==> src/hdl/periph_defs.svh <==
/*
 * Shared constants of the peripheral hub:
 * bus and pin widths, slot counts of both banks,
 * GPIO register offsets and user slot numbers
 */

`ifndef PERIPH_DEFS_SVH
`define PERIPH_DEFS_SVH

`define PH_ADDR_W        11
`define PH_DATA_W        32
`define PH_PIN_W         8

`define PH_USER_SLOTS    4
`define PH_SIMPLE_SLOTS  4
`define PH_BYTE_REGS     4

// Offsets inside the GPIO slot, one word per function select
`define PH_GPIO_OUT_OFS  6'h00
`define PH_GPIO_IN_OFS   6'h04
`define PH_FUNC_SEL_BASE 6'h20

`define PH_SLOT_GPIO     1
`define PH_SLOT_WORD     2

`endif

==> src/hdl/periph_bus_pkg.sv <==
/*
 * Core-side bus types: access size code,
 * data word and peripheral address
 */

`include "periph_defs.svh"

package periph_bus_pkg;

    // Access size, same coding for reads and writes
    typedef logic [1:0] access_t;

    localparam access_t ACC_8    = 2'b00;
    localparam access_t ACC_16   = 2'b01;
    localparam access_t ACC_32   = 2'b10;
    localparam access_t ACC_NONE = 2'b11;

    typedef logic [`PH_DATA_W-1:0] data_word_t;
    typedef logic [`PH_ADDR_W-1:0] addr_t;

endpackage

==> src/hdl/periph_map_pkg.sv <==
/*
 * Address map and pin routing types:
 * function select code, pin byte, per-bank pin arrays
 * and the function select reset values
 */

`include "periph_defs.svh"

package periph_map_pkg;

    // Bit 4 picks the simple bank, bits 3:0 the slot
    typedef logic [4:0] func_sel_t;
    typedef logic [`PH_PIN_W-1:0] pins_t;

    typedef func_sel_t func_sel_arr_t [`PH_PIN_W];
    typedef pins_t user_pins_t [`PH_USER_SLOTS];
    typedef pins_t byte_pins_t [`PH_SIMPLE_SLOTS];

    // Pins 0 and 1 come up on the word register, the rest on GPIO
    localparam func_sel_t FUNC_SEL_RESET_WORD = 5'(`PH_SLOT_WORD);
    localparam func_sel_t FUNC_SEL_RESET_GPIO = 5'(`PH_SLOT_GPIO);

endpackage

==> src/hdl/byte_periph_bank.sv <==
/*
 * Simple bank: slot decode from address bits 7:4,
 * four byte registers per slot, always-ready reads
 * and register 0 of each slot as its pin byte
 */

`timescale 1ns/1ps
`include "periph_defs.svh"

module byte_periph_bank (
    input  logic                       clk,
    input  logic                       rst_n,
    input  periph_bus_pkg::addr_t      i_addr,
    input  periph_bus_pkg::data_word_t i_wdata,
    input  periph_bus_pkg::access_t    i_write_n,
    input  periph_bus_pkg::access_t    i_read_n,
    input  logic                       i_read_busy,
    output periph_bus_pkg::data_word_t o_rdata,
    output logic                       o_ready,
    output periph_map_pkg::byte_pins_t o_pins
);
    import periph_bus_pkg::*;

    localparam int SLOT_IW = $clog2(`PH_SIMPLE_SLOTS);
    localparam int REG_IW  = $clog2(`PH_BYTE_REGS);

    logic       bank_hit;
    logic [3:0] slot;
    logic [3:0] reg_idx;
    logic       reg_valid;
    logic [7:0] byte_regs [`PH_SIMPLE_SLOTS][`PH_BYTE_REGS];

    assign bank_hit = i_addr[`PH_ADDR_W-1];
    assign slot     = i_addr[7:4];
    assign reg_idx  = i_addr[3:0];

    // Only slots and offsets that exist take writes or return data
    assign reg_valid = bank_hit && (slot < `PH_SIMPLE_SLOTS) && (reg_idx < `PH_BYTE_REGS);

    always_ff @(posedge clk) begin
        if (!rst_n) begin
            for (int s = 0; s < `PH_SIMPLE_SLOTS; s++) begin
                for (int r = 0; r < `PH_BYTE_REGS; r++) begin
                    byte_regs[s][r] <= '0;
                end
            end
        end else if (reg_valid && (i_write_n != ACC_NONE)) begin
            byte_regs[slot[SLOT_IW-1:0]][reg_idx[REG_IW-1:0]] <= i_wdata[7:0];
        end
    end

    always_comb begin
        o_rdata = '0;
        if (reg_valid) begin
            o_rdata[7:0] = byte_regs[slot[SLOT_IW-1:0]][reg_idx[REG_IW-1:0]];
        end
    end

    assign o_ready = bank_hit && (i_read_n != ACC_NONE) && !i_read_busy;

    always_comb begin
        for (int s = 0; s < `PH_SIMPLE_SLOTS; s++) begin
            o_pins[s] = byte_regs[s][0];
        end
    end

endmodule

==> src/hdl/gpio_ctrl.sv <==
/*
 * GPIO slot: output register, input pin readback
 * and the eight per-pin function select registers
 */

`timescale 1ns/1ps
`include "periph_defs.svh"

module gpio_ctrl (
    input  logic                          clk,
    input  logic                          rst_n,
    input  logic                          i_sel,
    input  logic [5:0]                    i_ofs,
    input  periph_bus_pkg::data_word_t    i_wdata,
    input  logic                          i_write,
    input  periph_map_pkg::pins_t         i_ui_in,
    output periph_bus_pkg::data_word_t    o_rdata,
    output periph_map_pkg::pins_t         o_gpio_out,
    output periph_map_pkg::func_sel_arr_t o_func_sel
);
    import periph_map_pkg::*;

    pins_t         gpio_out_q;
    func_sel_arr_t func_sel_q;
    logic          wr_en;
    logic          fs_hit;
    logic [2:0]    fs_idx;

    assign wr_en = i_sel && i_write;

    // Select words live at 0x20..0x3c, word aligned
    assign fs_hit = ((i_ofs & 6'h23) == `PH_FUNC_SEL_BASE);
    assign fs_idx = i_ofs[4:2];

    always_ff @(posedge clk) begin
        if (!rst_n) begin
            gpio_out_q <= '0;
            for (int i = 0; i < `PH_PIN_W; i++) begin
                func_sel_q[i] <= (i < 2) ? FUNC_SEL_RESET_WORD : FUNC_SEL_RESET_GPIO;
            end
        end else if (wr_en) begin
            if (i_ofs == `PH_GPIO_OUT_OFS) begin
                gpio_out_q <= i_wdata[`PH_PIN_W-1:0];
            end
            if (fs_hit) begin
                func_sel_q[fs_idx] <= i_wdata[4:0];
            end
        end
    end

    always_comb begin
        o_rdata = '0;
        if (i_ofs == `PH_GPIO_OUT_OFS) begin
            o_rdata[`PH_PIN_W-1:0] = gpio_out_q;
        end else if (i_ofs == `PH_GPIO_IN_OFS) begin
            o_rdata[`PH_PIN_W-1:0] = i_ui_in;
        end else if (fs_hit) begin
            o_rdata[4:0] = func_sel_q[fs_idx];
        end
    end

    assign o_gpio_out = gpio_out_q;
    assign o_func_sel = func_sel_q;

endmodule

==> src/hdl/periph_hub.sv <==
/*
 * Peripheral hub top level: user bank, simple bank,
 * read return path and output pin router
 */

`timescale 1ns/1ps

module periph_hub (
    input  logic                       clk,
    input  logic                       rst_n,
    input  periph_bus_pkg::addr_t      i_addr,
    input  periph_bus_pkg::data_word_t i_data,
    input  periph_bus_pkg::access_t    i_write_n,
    input  periph_bus_pkg::access_t    i_read_n,
    input  logic                       i_read_complete,
    input  periph_map_pkg::pins_t      i_ui_in,
    output periph_bus_pkg::data_word_t o_data_out,
    output logic                       o_data_ready,
    output periph_map_pkg::pins_t      o_uo_out
);
    import periph_bus_pkg::*;
    import periph_map_pkg::*;

    data_word_t    user_rdata;
    data_word_t    byte_rdata;
    logic          user_ready;
    logic          byte_ready;
    logic          read_busy;
    user_pins_t    user_pins;
    byte_pins_t    byte_pins;
    func_sel_arr_t func_sel;

    user_periph_bank u_user_bank (
        .clk         (clk),
        .rst_n       (rst_n),
        .i_addr      (i_addr),
        .i_wdata     (i_data),
        .i_write_n   (i_write_n),
        .i_read_n    (i_read_n),
        .i_read_busy (read_busy),
        .i_ui_in     (i_ui_in),
        .o_rdata     (user_rdata),
        .o_ready     (user_ready),
        .o_pins      (user_pins),
        .o_func_sel  (func_sel)
    );

    byte_periph_bank u_byte_bank (
        .clk         (clk),
        .rst_n       (rst_n),
        .i_addr      (i_addr),
        .i_wdata     (i_data),
        .i_write_n   (i_write_n),
        .i_read_n    (i_read_n),
        .i_read_busy (read_busy),
        .o_rdata     (byte_rdata),
        .o_ready     (byte_ready),
        .o_pins      (byte_pins)
    );

    read_return u_read_return (
        .clk             (clk),
        .rst_n           (rst_n),
        .i_user_rdata    (user_rdata),
        .i_user_ready    (user_ready),
        .i_byte_rdata    (byte_rdata),
        .i_byte_ready    (byte_ready),
        .i_read_n        (i_read_n),
        .i_write_n       (i_write_n),
        .i_read_complete (i_read_complete),
        .o_data_out      (o_data_out),
        .o_data_ready    (o_data_ready),
        .o_read_busy     (read_busy)
    );

    pin_mux u_pin_mux (
        .i_func_sel  (func_sel),
        .i_user_pins (user_pins),
        .i_byte_pins (byte_pins),
        .o_uo_out    (o_uo_out)
    );

endmodule

==> src/hdl/pin_mux.sv <==
/*
 * Output pin router: each pin takes its own bit
 * from the slot named by its function select
 */

`timescale 1ns/1ps
`include "periph_defs.svh"

module pin_mux (
    input  periph_map_pkg::func_sel_arr_t i_func_sel,
    input  periph_map_pkg::user_pins_t    i_user_pins,
    input  periph_map_pkg::byte_pins_t    i_byte_pins,
    output periph_map_pkg::pins_t         o_uo_out
);
    import periph_map_pkg::*;

    localparam int USER_IW = $clog2(`PH_USER_SLOTS);
    localparam int BYTE_IW = $clog2(`PH_SIMPLE_SLOTS);

    always_comb begin
        for (int i = 0; i < `PH_PIN_W; i++) begin
            o_uo_out[i] = 1'b0;
            if (i_func_sel[i][4]) begin
                if (i_func_sel[i][3:0] < `PH_SIMPLE_SLOTS) begin
                    o_uo_out[i] = i_byte_pins[i_func_sel[i][BYTE_IW-1:0]][i];
                end
            end else if (i_func_sel[i][3:0] < `PH_USER_SLOTS) begin
                o_uo_out[i] = i_user_pins[i_func_sel[i][USER_IW-1:0]][i];
            end
        end
    end

endmodule

==> src/hdl/read_return.sv <==
/*
 * Read return path: merges both banks' answers,
 * captures and holds read data until the core completes the read,
 * forms data_ready and the read busy mask
 */

`timescale 1ns/1ps

module read_return (
    input  logic                       clk,
    input  logic                       rst_n,
    input  periph_bus_pkg::data_word_t i_user_rdata,
    input  logic                       i_user_ready,
    input  periph_bus_pkg::data_word_t i_byte_rdata,
    input  logic                       i_byte_ready,
    input  periph_bus_pkg::access_t    i_read_n,
    input  periph_bus_pkg::access_t    i_write_n,
    input  logic                       i_read_complete,
    output periph_bus_pkg::data_word_t o_data_out,
    output logic                       o_data_ready,
    output logic                       o_read_busy
);
    import periph_bus_pkg::*;

    data_word_t comb_rdata;
    data_word_t data_q;
    logic       comb_ready;
    logic       read_req;
    logic       capture;
    logic       hold_q;
    logic       ready_q;

    // The bank that is not addressed drives zeros
    assign comb_rdata = i_user_rdata | i_byte_rdata;
    assign comb_ready = i_user_ready | i_byte_ready;
    assign read_req   = (i_read_n != ACC_NONE);
    assign capture    = read_req && comb_ready && !hold_q;

    always_ff @(posedge clk) begin
        if (!rst_n) begin
            hold_q  <= 1'b0;
            ready_q <= 1'b0;
        end else begin
            if (i_read_complete) begin
                hold_q <= 1'b0;
            end
            if (capture) begin
                hold_q <= 1'b1;
            end
            // Stays up while the held result waits for the core
            ready_q <= read_req && !i_read_complete && (comb_ready || hold_q);
        end
    end

    always_ff @(posedge clk) begin
        if (capture) begin
            data_q <= comb_rdata;
        end
    end

    assign o_data_out   = data_q;
    assign o_data_ready = ready_q || (i_write_n != ACC_NONE);
    assign o_read_busy  = ready_q;

endmodule

==> src/hdl/user_periph_bank.sv <==
/*
 * User bank: slot decode from address bits 9:6,
 * GPIO and word register slots, read data and ready mux,
 * per-slot pin bytes
 */

`timescale 1ns/1ps
`include "periph_defs.svh"

module user_periph_bank (
    input  logic                          clk,
    input  logic                          rst_n,
    input  periph_bus_pkg::addr_t         i_addr,
    input  periph_bus_pkg::data_word_t    i_wdata,
    input  periph_bus_pkg::access_t       i_write_n,
    input  periph_bus_pkg::access_t       i_read_n,
    input  logic                          i_read_busy,
    input  periph_map_pkg::pins_t         i_ui_in,
    output periph_bus_pkg::data_word_t    o_rdata,
    output logic                          o_ready,
    output periph_map_pkg::user_pins_t    o_pins,
    output periph_map_pkg::func_sel_arr_t o_func_sel
);
    import periph_bus_pkg::*;
    import periph_map_pkg::*;

    logic       bank_hit;
    logic [3:0] slot;
    logic       gpio_sel;
    logic       word_sel;
    access_t    rd_n;
    logic       rd_req;
    data_word_t gpio_rdata;
    data_word_t word_rdata;
    logic       word_ready;
    pins_t      gpio_pins;
    pins_t      word_pins;

    assign bank_hit = !i_addr[`PH_ADDR_W-1];
    assign slot     = i_addr[9:6];
    assign gpio_sel = bank_hit && (slot == `PH_SLOT_GPIO);
    assign word_sel = bank_hit && (slot == `PH_SLOT_WORD);

    // No new reads while the return path still holds a result
    assign rd_n   = (bank_hit && !i_read_busy) ? i_read_n : ACC_NONE;
    assign rd_req = (rd_n != ACC_NONE);

    gpio_ctrl u_gpio (
        .clk        (clk),
        .rst_n      (rst_n),
        .i_sel      (gpio_sel),
        .i_ofs      (i_addr[5:0]),
        .i_wdata    (i_wdata),
        .i_write    (i_write_n != ACC_NONE),
        .i_ui_in    (i_ui_in),
        .o_rdata    (gpio_rdata),
        .o_gpio_out (gpio_pins),
        .o_func_sel (o_func_sel)
    );

    word_reg_periph u_word (
        .clk       (clk),
        .rst_n     (rst_n),
        .i_sel     (word_sel),
        .i_ofs     (i_addr[5:0]),
        .i_wdata   (i_wdata),
        .i_write_n (i_write_n),
        .i_read_n  (word_sel ? rd_n : ACC_NONE),
        .o_rdata   (word_rdata),
        .o_ready   (word_ready),
        .o_pins    (word_pins)
    );

    // Empty slots answer at once with zero
    always_comb begin
        o_rdata = '0;
        o_ready = 1'b0;
        if (bank_hit) begin
            case (slot)
                `PH_SLOT_GPIO: begin
                    o_rdata = gpio_rdata;
                    o_ready = rd_req;
                end
                `PH_SLOT_WORD: begin
                    o_rdata = word_rdata;
                    o_ready = word_ready;
                end
                default: o_ready = rd_req;
            endcase
        end
    end

    always_comb begin
        for (int s = 0; s < `PH_USER_SLOTS; s++) begin
            o_pins[s] = '0;
        end
        o_pins[`PH_SLOT_GPIO] = gpio_pins;
        o_pins[`PH_SLOT_WORD] = word_pins;
    end

endmodule

==> src/hdl/word_reg_periph.sv <==
/*
 * User slot 2: one 32-bit register at offset 0,
 * written by 8, 16 or 32-bit accesses, read back one cycle later
 */

`timescale 1ns/1ps
`include "periph_defs.svh"

module word_reg_periph (
    input  logic                       clk,
    input  logic                       rst_n,
    input  logic                       i_sel,
    input  logic [5:0]                 i_ofs,
    input  periph_bus_pkg::data_word_t i_wdata,
    input  periph_bus_pkg::access_t    i_write_n,
    input  periph_bus_pkg::access_t    i_read_n,
    output periph_bus_pkg::data_word_t o_rdata,
    output logic                       o_ready,
    output periph_map_pkg::pins_t      o_pins
);
    import periph_bus_pkg::*;

    data_word_t word_q;
    data_word_t rdata_q;
    logic       ready_q;
    logic       hit;

    assign hit = i_sel && (i_ofs == '0);

    // Narrow writes only touch the low bits
    always_ff @(posedge clk) begin
        if (!rst_n) begin
            word_q <= '0;
        end else if (hit) begin
            case (i_write_n)
                ACC_8:   word_q[7:0]  <= i_wdata[7:0];
                ACC_16:  word_q[15:0] <= i_wdata[15:0];
                ACC_32:  word_q       <= i_wdata;
                default: ;
            endcase
        end
    end

    always_ff @(posedge clk) begin
        if (!rst_n) begin
            ready_q <= 1'b0;
        end else begin
            ready_q <= i_sel && (i_read_n != ACC_NONE);
        end
    end

    // Other offsets answer, but with zero
    always_ff @(posedge clk) begin
        rdata_q <= hit ? word_q : '0;
    end

    assign o_rdata = rdata_q;
    assign o_ready = ready_q;
    assign o_pins  = word_q[`PH_PIN_W-1:0];

endmodule

==> config.mk <==
export PLATFORM = sky130hd
export DESIGN_NAME = periph_hub
export DESIGN_NICKNAME = d
export VERILOG_FILES = /design/src/hdl/periph_bus_pkg.sv /design/src/hdl/periph_map_pkg.sv /design/src/hdl/byte_periph_bank.sv /design/src/hdl/gpio_ctrl.sv /design/src/hdl/periph_hub.sv /design/src/hdl/pin_mux.sv /design/src/hdl/read_return.sv /design/src/hdl/user_periph_bank.sv /design/src/hdl/word_reg_periph.sv
export VERILOG_INCLUDE_DIRS = /design/src /design/src/hdl
export SDC_FILE = /design/constraint.sdc
export NUM_CORES = 1
export LEC_CHECK = 0
export ABC_AREA = 0
export BUFFER_PORTS_ARGS = -buffer_cell sky130_fd_sc_hd__buf_4
export CAP_MARGIN = 20
export CORE_ASPECT_RATIO = 0.6
export CORE_MARGIN = 2
export CORE_UTILIZATION = 61
export CTS_BUF_LIST = sky130_fd_sc_hd__clkbuf_16
export DETAILED_ROUTE_END_ITERATION = 8
export GPL_TIMING_DRIVEN = 0
export PLACE_DENSITY = 0.8
export SYNTH_ARGS = -nofsm -noshare
export SYNTH_HDL_FRONTEND = slang
export SYNTH_HIERARCHICAL = 1
export SYNTH_SLANG_ARGS = --single-unit
==> constraint.sdc <==
create_clock -name clk -period 11.25 [get_ports clk]
set_input_delay 2.25 -clock clk [delete_from_list [all_inputs] [get_ports clk]]
set_output_delay 2.25 -clock clk [all_outputs]
set_load 0.02 [all_outputs]
==> results.sh <==
export IMPL_status="finished clean"
export IMPL_path_class="in2out"
export IMPL_grt_max_degree=15
export IMPL_finalCritPeriodShare=0.438
export IMPL_antenna_found_initial=0
export IMPL_p_clk_frac=0.390
export IMPL_hold_violations=0
export IMPL_muxShareOfSynthArea=0.163
export IMPL_cellPowerDensity_nw_per_um2=134
export IMPL_synth_area_um2=14300
export IMPL_drt_iter0_drc=1124
export IMPL_peakVddDrop_mv=0.111
export IMPL_synthSimpleGateAreaFrac=0.216
export IMPL_grt_pass1_wl_um=55700
export IMPL_holdPathStages=1
export IMPL_hp_class="reg2reg"
export IMPL_post_cts_buffers=0
export IMPL_synth_top_family_by_area="simple AND/OR/NAND/NOR gates"
export IMPL_use_met2=0.431
export IMPL_fp_dieH_um=122
export IMPL_hp_start="u_user_bank/u_word/word_q[28]$_SDFFE_PN0P_"
export IMPL_synth_top_area_frac=0.337
export IMPL_final_fill_count=1666
export IMPL_yosysWarnings=6
export IMPL_cts_sinks=275
export IMPL_crit_path_max_incr_delay_ns=0.18
export IMPL_critPathMostFrequentCell="buf_4"
export IMPL_fin_cells=1730
export IMPL_track_usage=0.302
export IMPL_avgViaCountPerCell=5.76
export IMPL_synth_cells=1204
export IMPL_start_util=0.620
export IMPL_grt_setup_unrepaired="no"
export IMPL_slew_violations=0
export IMPL_synth_fa_ha_area_frac=0.00175
export IMPL_holdBufCountCts=0
export IMPL_async_reset_ff_frac=0
export IMPL_min_to="u_user_bank/u_word/o_rdata[28]$_SDFF_PN0_"
export IMPL_synth_compound_gate_area_share=0.0378
export IMPL_dp_hpwl_um=27300
export IMPL_crit_family="buffers and inverters"
export IMPL_cp_slowest_cell="buf_4"
export IMPL_clockRootBuffer="clkbuf_16"
export IMPL_synth_area_leaders="edfxtp_1, dfxtp_1, mux4_2"
export IMPL_relSlewSlack=0.469
export IMPL_r2r_cells=6
export IMPL_ys_types=53
export IMPL_cellInternalPower_mw=1.67
export IMPL_path_cells="buf_4, nand3b_1, buf_4"
export IMPL_gp_congestion=0.967
export IMPL_gr_total_overflow=0
export IMPL_rrSetupSlack_ns=8.94
export IMPL_dpl_cell_count=1680
export IMPL_final_nets=1454
export IMPL_syn_to_final_growth_pct=15.5
export IMPL_ant_nets=0
export IMPL_cp_arrival_ns=2.68
export IMPL_drt_pass1_iter_count=6
export IMPL_drt_drc_violations_left=0
export IMPL_synth_edff_count=160
export IMPL_finalCriticalPeriod_ns=4.93
export IMPL_ctsHtreeMaxLevel=1
export IMPL_p_leak_nw=6.29
export IMPL_synth_top_area_cell="edfxtp_1"
export IMPL_synthXorXnorAreaFrac=0
export IMPL_clk_latency_ns=0.55
export IMPL_tns_ns=0
export IMPL_power_switching_mw=0.532
export IMPL_r2r_start="u_read_return/o_read_busy$_SDFF_PN0_"
export IMPL_grt_busiest_layer="met1"
export IMPL_power_share_switching=0.241
export IMPL_worst_pin_slew_ns=0.791
export IMPL_synth_ff_type="edfxtp_1"
export IMPL_rows=43
export IMPL_syn_area_per_cell_um2=11.9
export IMPL_totalWireLength_um=37200
export IMPL_cp_end_kind="output port"
export IMPL_dieArea_um2=24700
export IMPL_ioPinCount=99
export IMPL_max_freq_ghz=0.203
export IMPL_vias=9958
export IMPL_cts_repair_resized=0
export IMPL_wl_per_cell_um=21.5
export IMPL_grtUsageMet1=0.473
export IMPL_drive_gt1_frac=0.284
export IMPL_cap_violations=0
export IMPL_cts_tree="yes"
export IMPL_startpoint_type="input port"
export IMPL_layout_common_cells="buf_4, and2_1, edfxtp_1"
export IMPL_p_seq_frac=0.505
export IMPL_final_util=0.716
export IMPL_layout_commonest_cell="buf_4"
export IMPL_required_ns=9.00
export IMPL_pwr_share_comb=0.105
export IMPL_port_buffers=98
export IMPL_cp_num_buf_inv=2
export IMPL_final_setup_skew_ns=0.0121
export IMPL_core_um2=23000
export IMPL_place_ws_ns=5.95
export IMPL_clk_pin_slew_worst_paths_ns=0.06
export IMPL_grt_met3_usage=0.0613
export IMPL_fin_ws_ns=6.32
export IMPL_die_x_um=201
export IMPL_r2r_end="u_read_return/o_data_out[19]$_DFFE_PP_"
export IMPL_setup_viol=0
export IMPL_cts_max_path_buffers=3
export IMPL_path_max_fanout=5
export IMPL_ys_seq_area_frac=0.498
export IMPL_cts_buffers=27
export IMPL_hold_ws_ns=0.454
export IMPL_ys_ff_latch=275
export IMPL_first_global_vias=9411
## worst max-delay path by stage
stage,from,to,slack (ns),cells past startpoint
after floorplan,i_addr[7],u_read_return/o_data_out[0]$_DFFE_PP_,5.44,5
after global placement,i_addr[7],u_read_return/o_data_out[16]$_DFFE_PP_,3.97,6
after detailed placement,i_addr[6],u_user_bank/u_gpio/o_func_sel[32]$_SDFFE_PN0P_,5.95,8
after CTS,i_write_n[1],o_data_ready,6.33,3
after global routing,i_addr[6],u_user_bank/u_gpio/o_func_sel[30]$_SDFFE_PN0P_,6.26,8
final,i_write_n[1],o_data_ready,6.32,3
## power groups by stage
stage	Sequential, mW	Combinational (mW)	Clock [mW]
floorplan	1.14	0.127	0
global placement	1.13	0.219	0
detailed placement	1.14	0.226	0
CTS	1.11	0.227	0.863
global route	1.12	0.245	0.901
finish	1.11	0.232	0.859
## cell families after synthesis
group	count (synthesis)
fa+ha+maj	2
simple gates	483
other cells	3
mux	168
compound gates	89
buf+inv	184
flops	275
## registers in the layout, indices dropped and copies added, names as in the netlist
name / flops
u_read_return/o_read_busy: 1
u_read_return/hold_q: 1
u_read_return/o_data_out: 32
u_user_bank/u_word/o_rdata: 32
u_byte_bank/byte_regs: 128
u_user_bank/u_word/o_ready: 1
u_user_bank/u_word/word_q: 32
u_user_bank/u_gpio/o_gpio_out: 8
u_user_bank/u_gpio/o_func_sel: 40
## synth_stat cells, types with 16 or more instances
master / number
a21oi_1: 49
and2_1: 160
buf_4: 105
clkbuf_1: 38
dfxtp_1: 115
edfxtp_1: 160
mux2_2: 16
mux2i_1: 102
mux4_2: 49
nand2_1: 109
nand2b_1: 21
nand3b_1: 67
nor2_1: 32
o31ai_1: 16
or2_2: 32
## per-layer routing
metal | wire [um] | part of all wire | vias to the layer above
met5 | 0 | 0 | -
met2 | 15600 | 0.42 | 512
met1 | 16700 | 0.45 | 4859
met4 | 786 | 0.021 | 0
li1 | - | - | 4522
met3 | 4090 | 0.11 | 65
## stage by stage
stage | area (um^2) | power, mW
4_1_cts | 16500 | 2.20
6_report | 16500 | 2.20
3_3_place_gp | 15600 | 1.35
3_5_place_dp | 15700 | 1.36
2_1_floorplan | 14500 | 1.27
5_1_grt | 16500 | 2.26
## layout make-up
| type | count | area [um^2] | area share |
|---|---|---|---|
| Buffer | 171 | 1120 | 0.0682 |
| Antenna cell | 1 | 2.50 | 0.000152 |
| Sequential cell | 275 | 7110 | 0.431 |
| Tap cell | 315 | 394 | 0.0239 |
| Inverter | 13 | 48.8 | 0.00296 |
| Timing Repair Buffer | 100 | 758 | 0.0460 |
| Clock inverter | 21 | 123 | 0.00744 |
| Multi-Input combinational cell | 806 | 6220 | 0.378 |
| Clock buffer | 28 | 701 | 0.0425 |
Power figures use the tool's default switching activity.
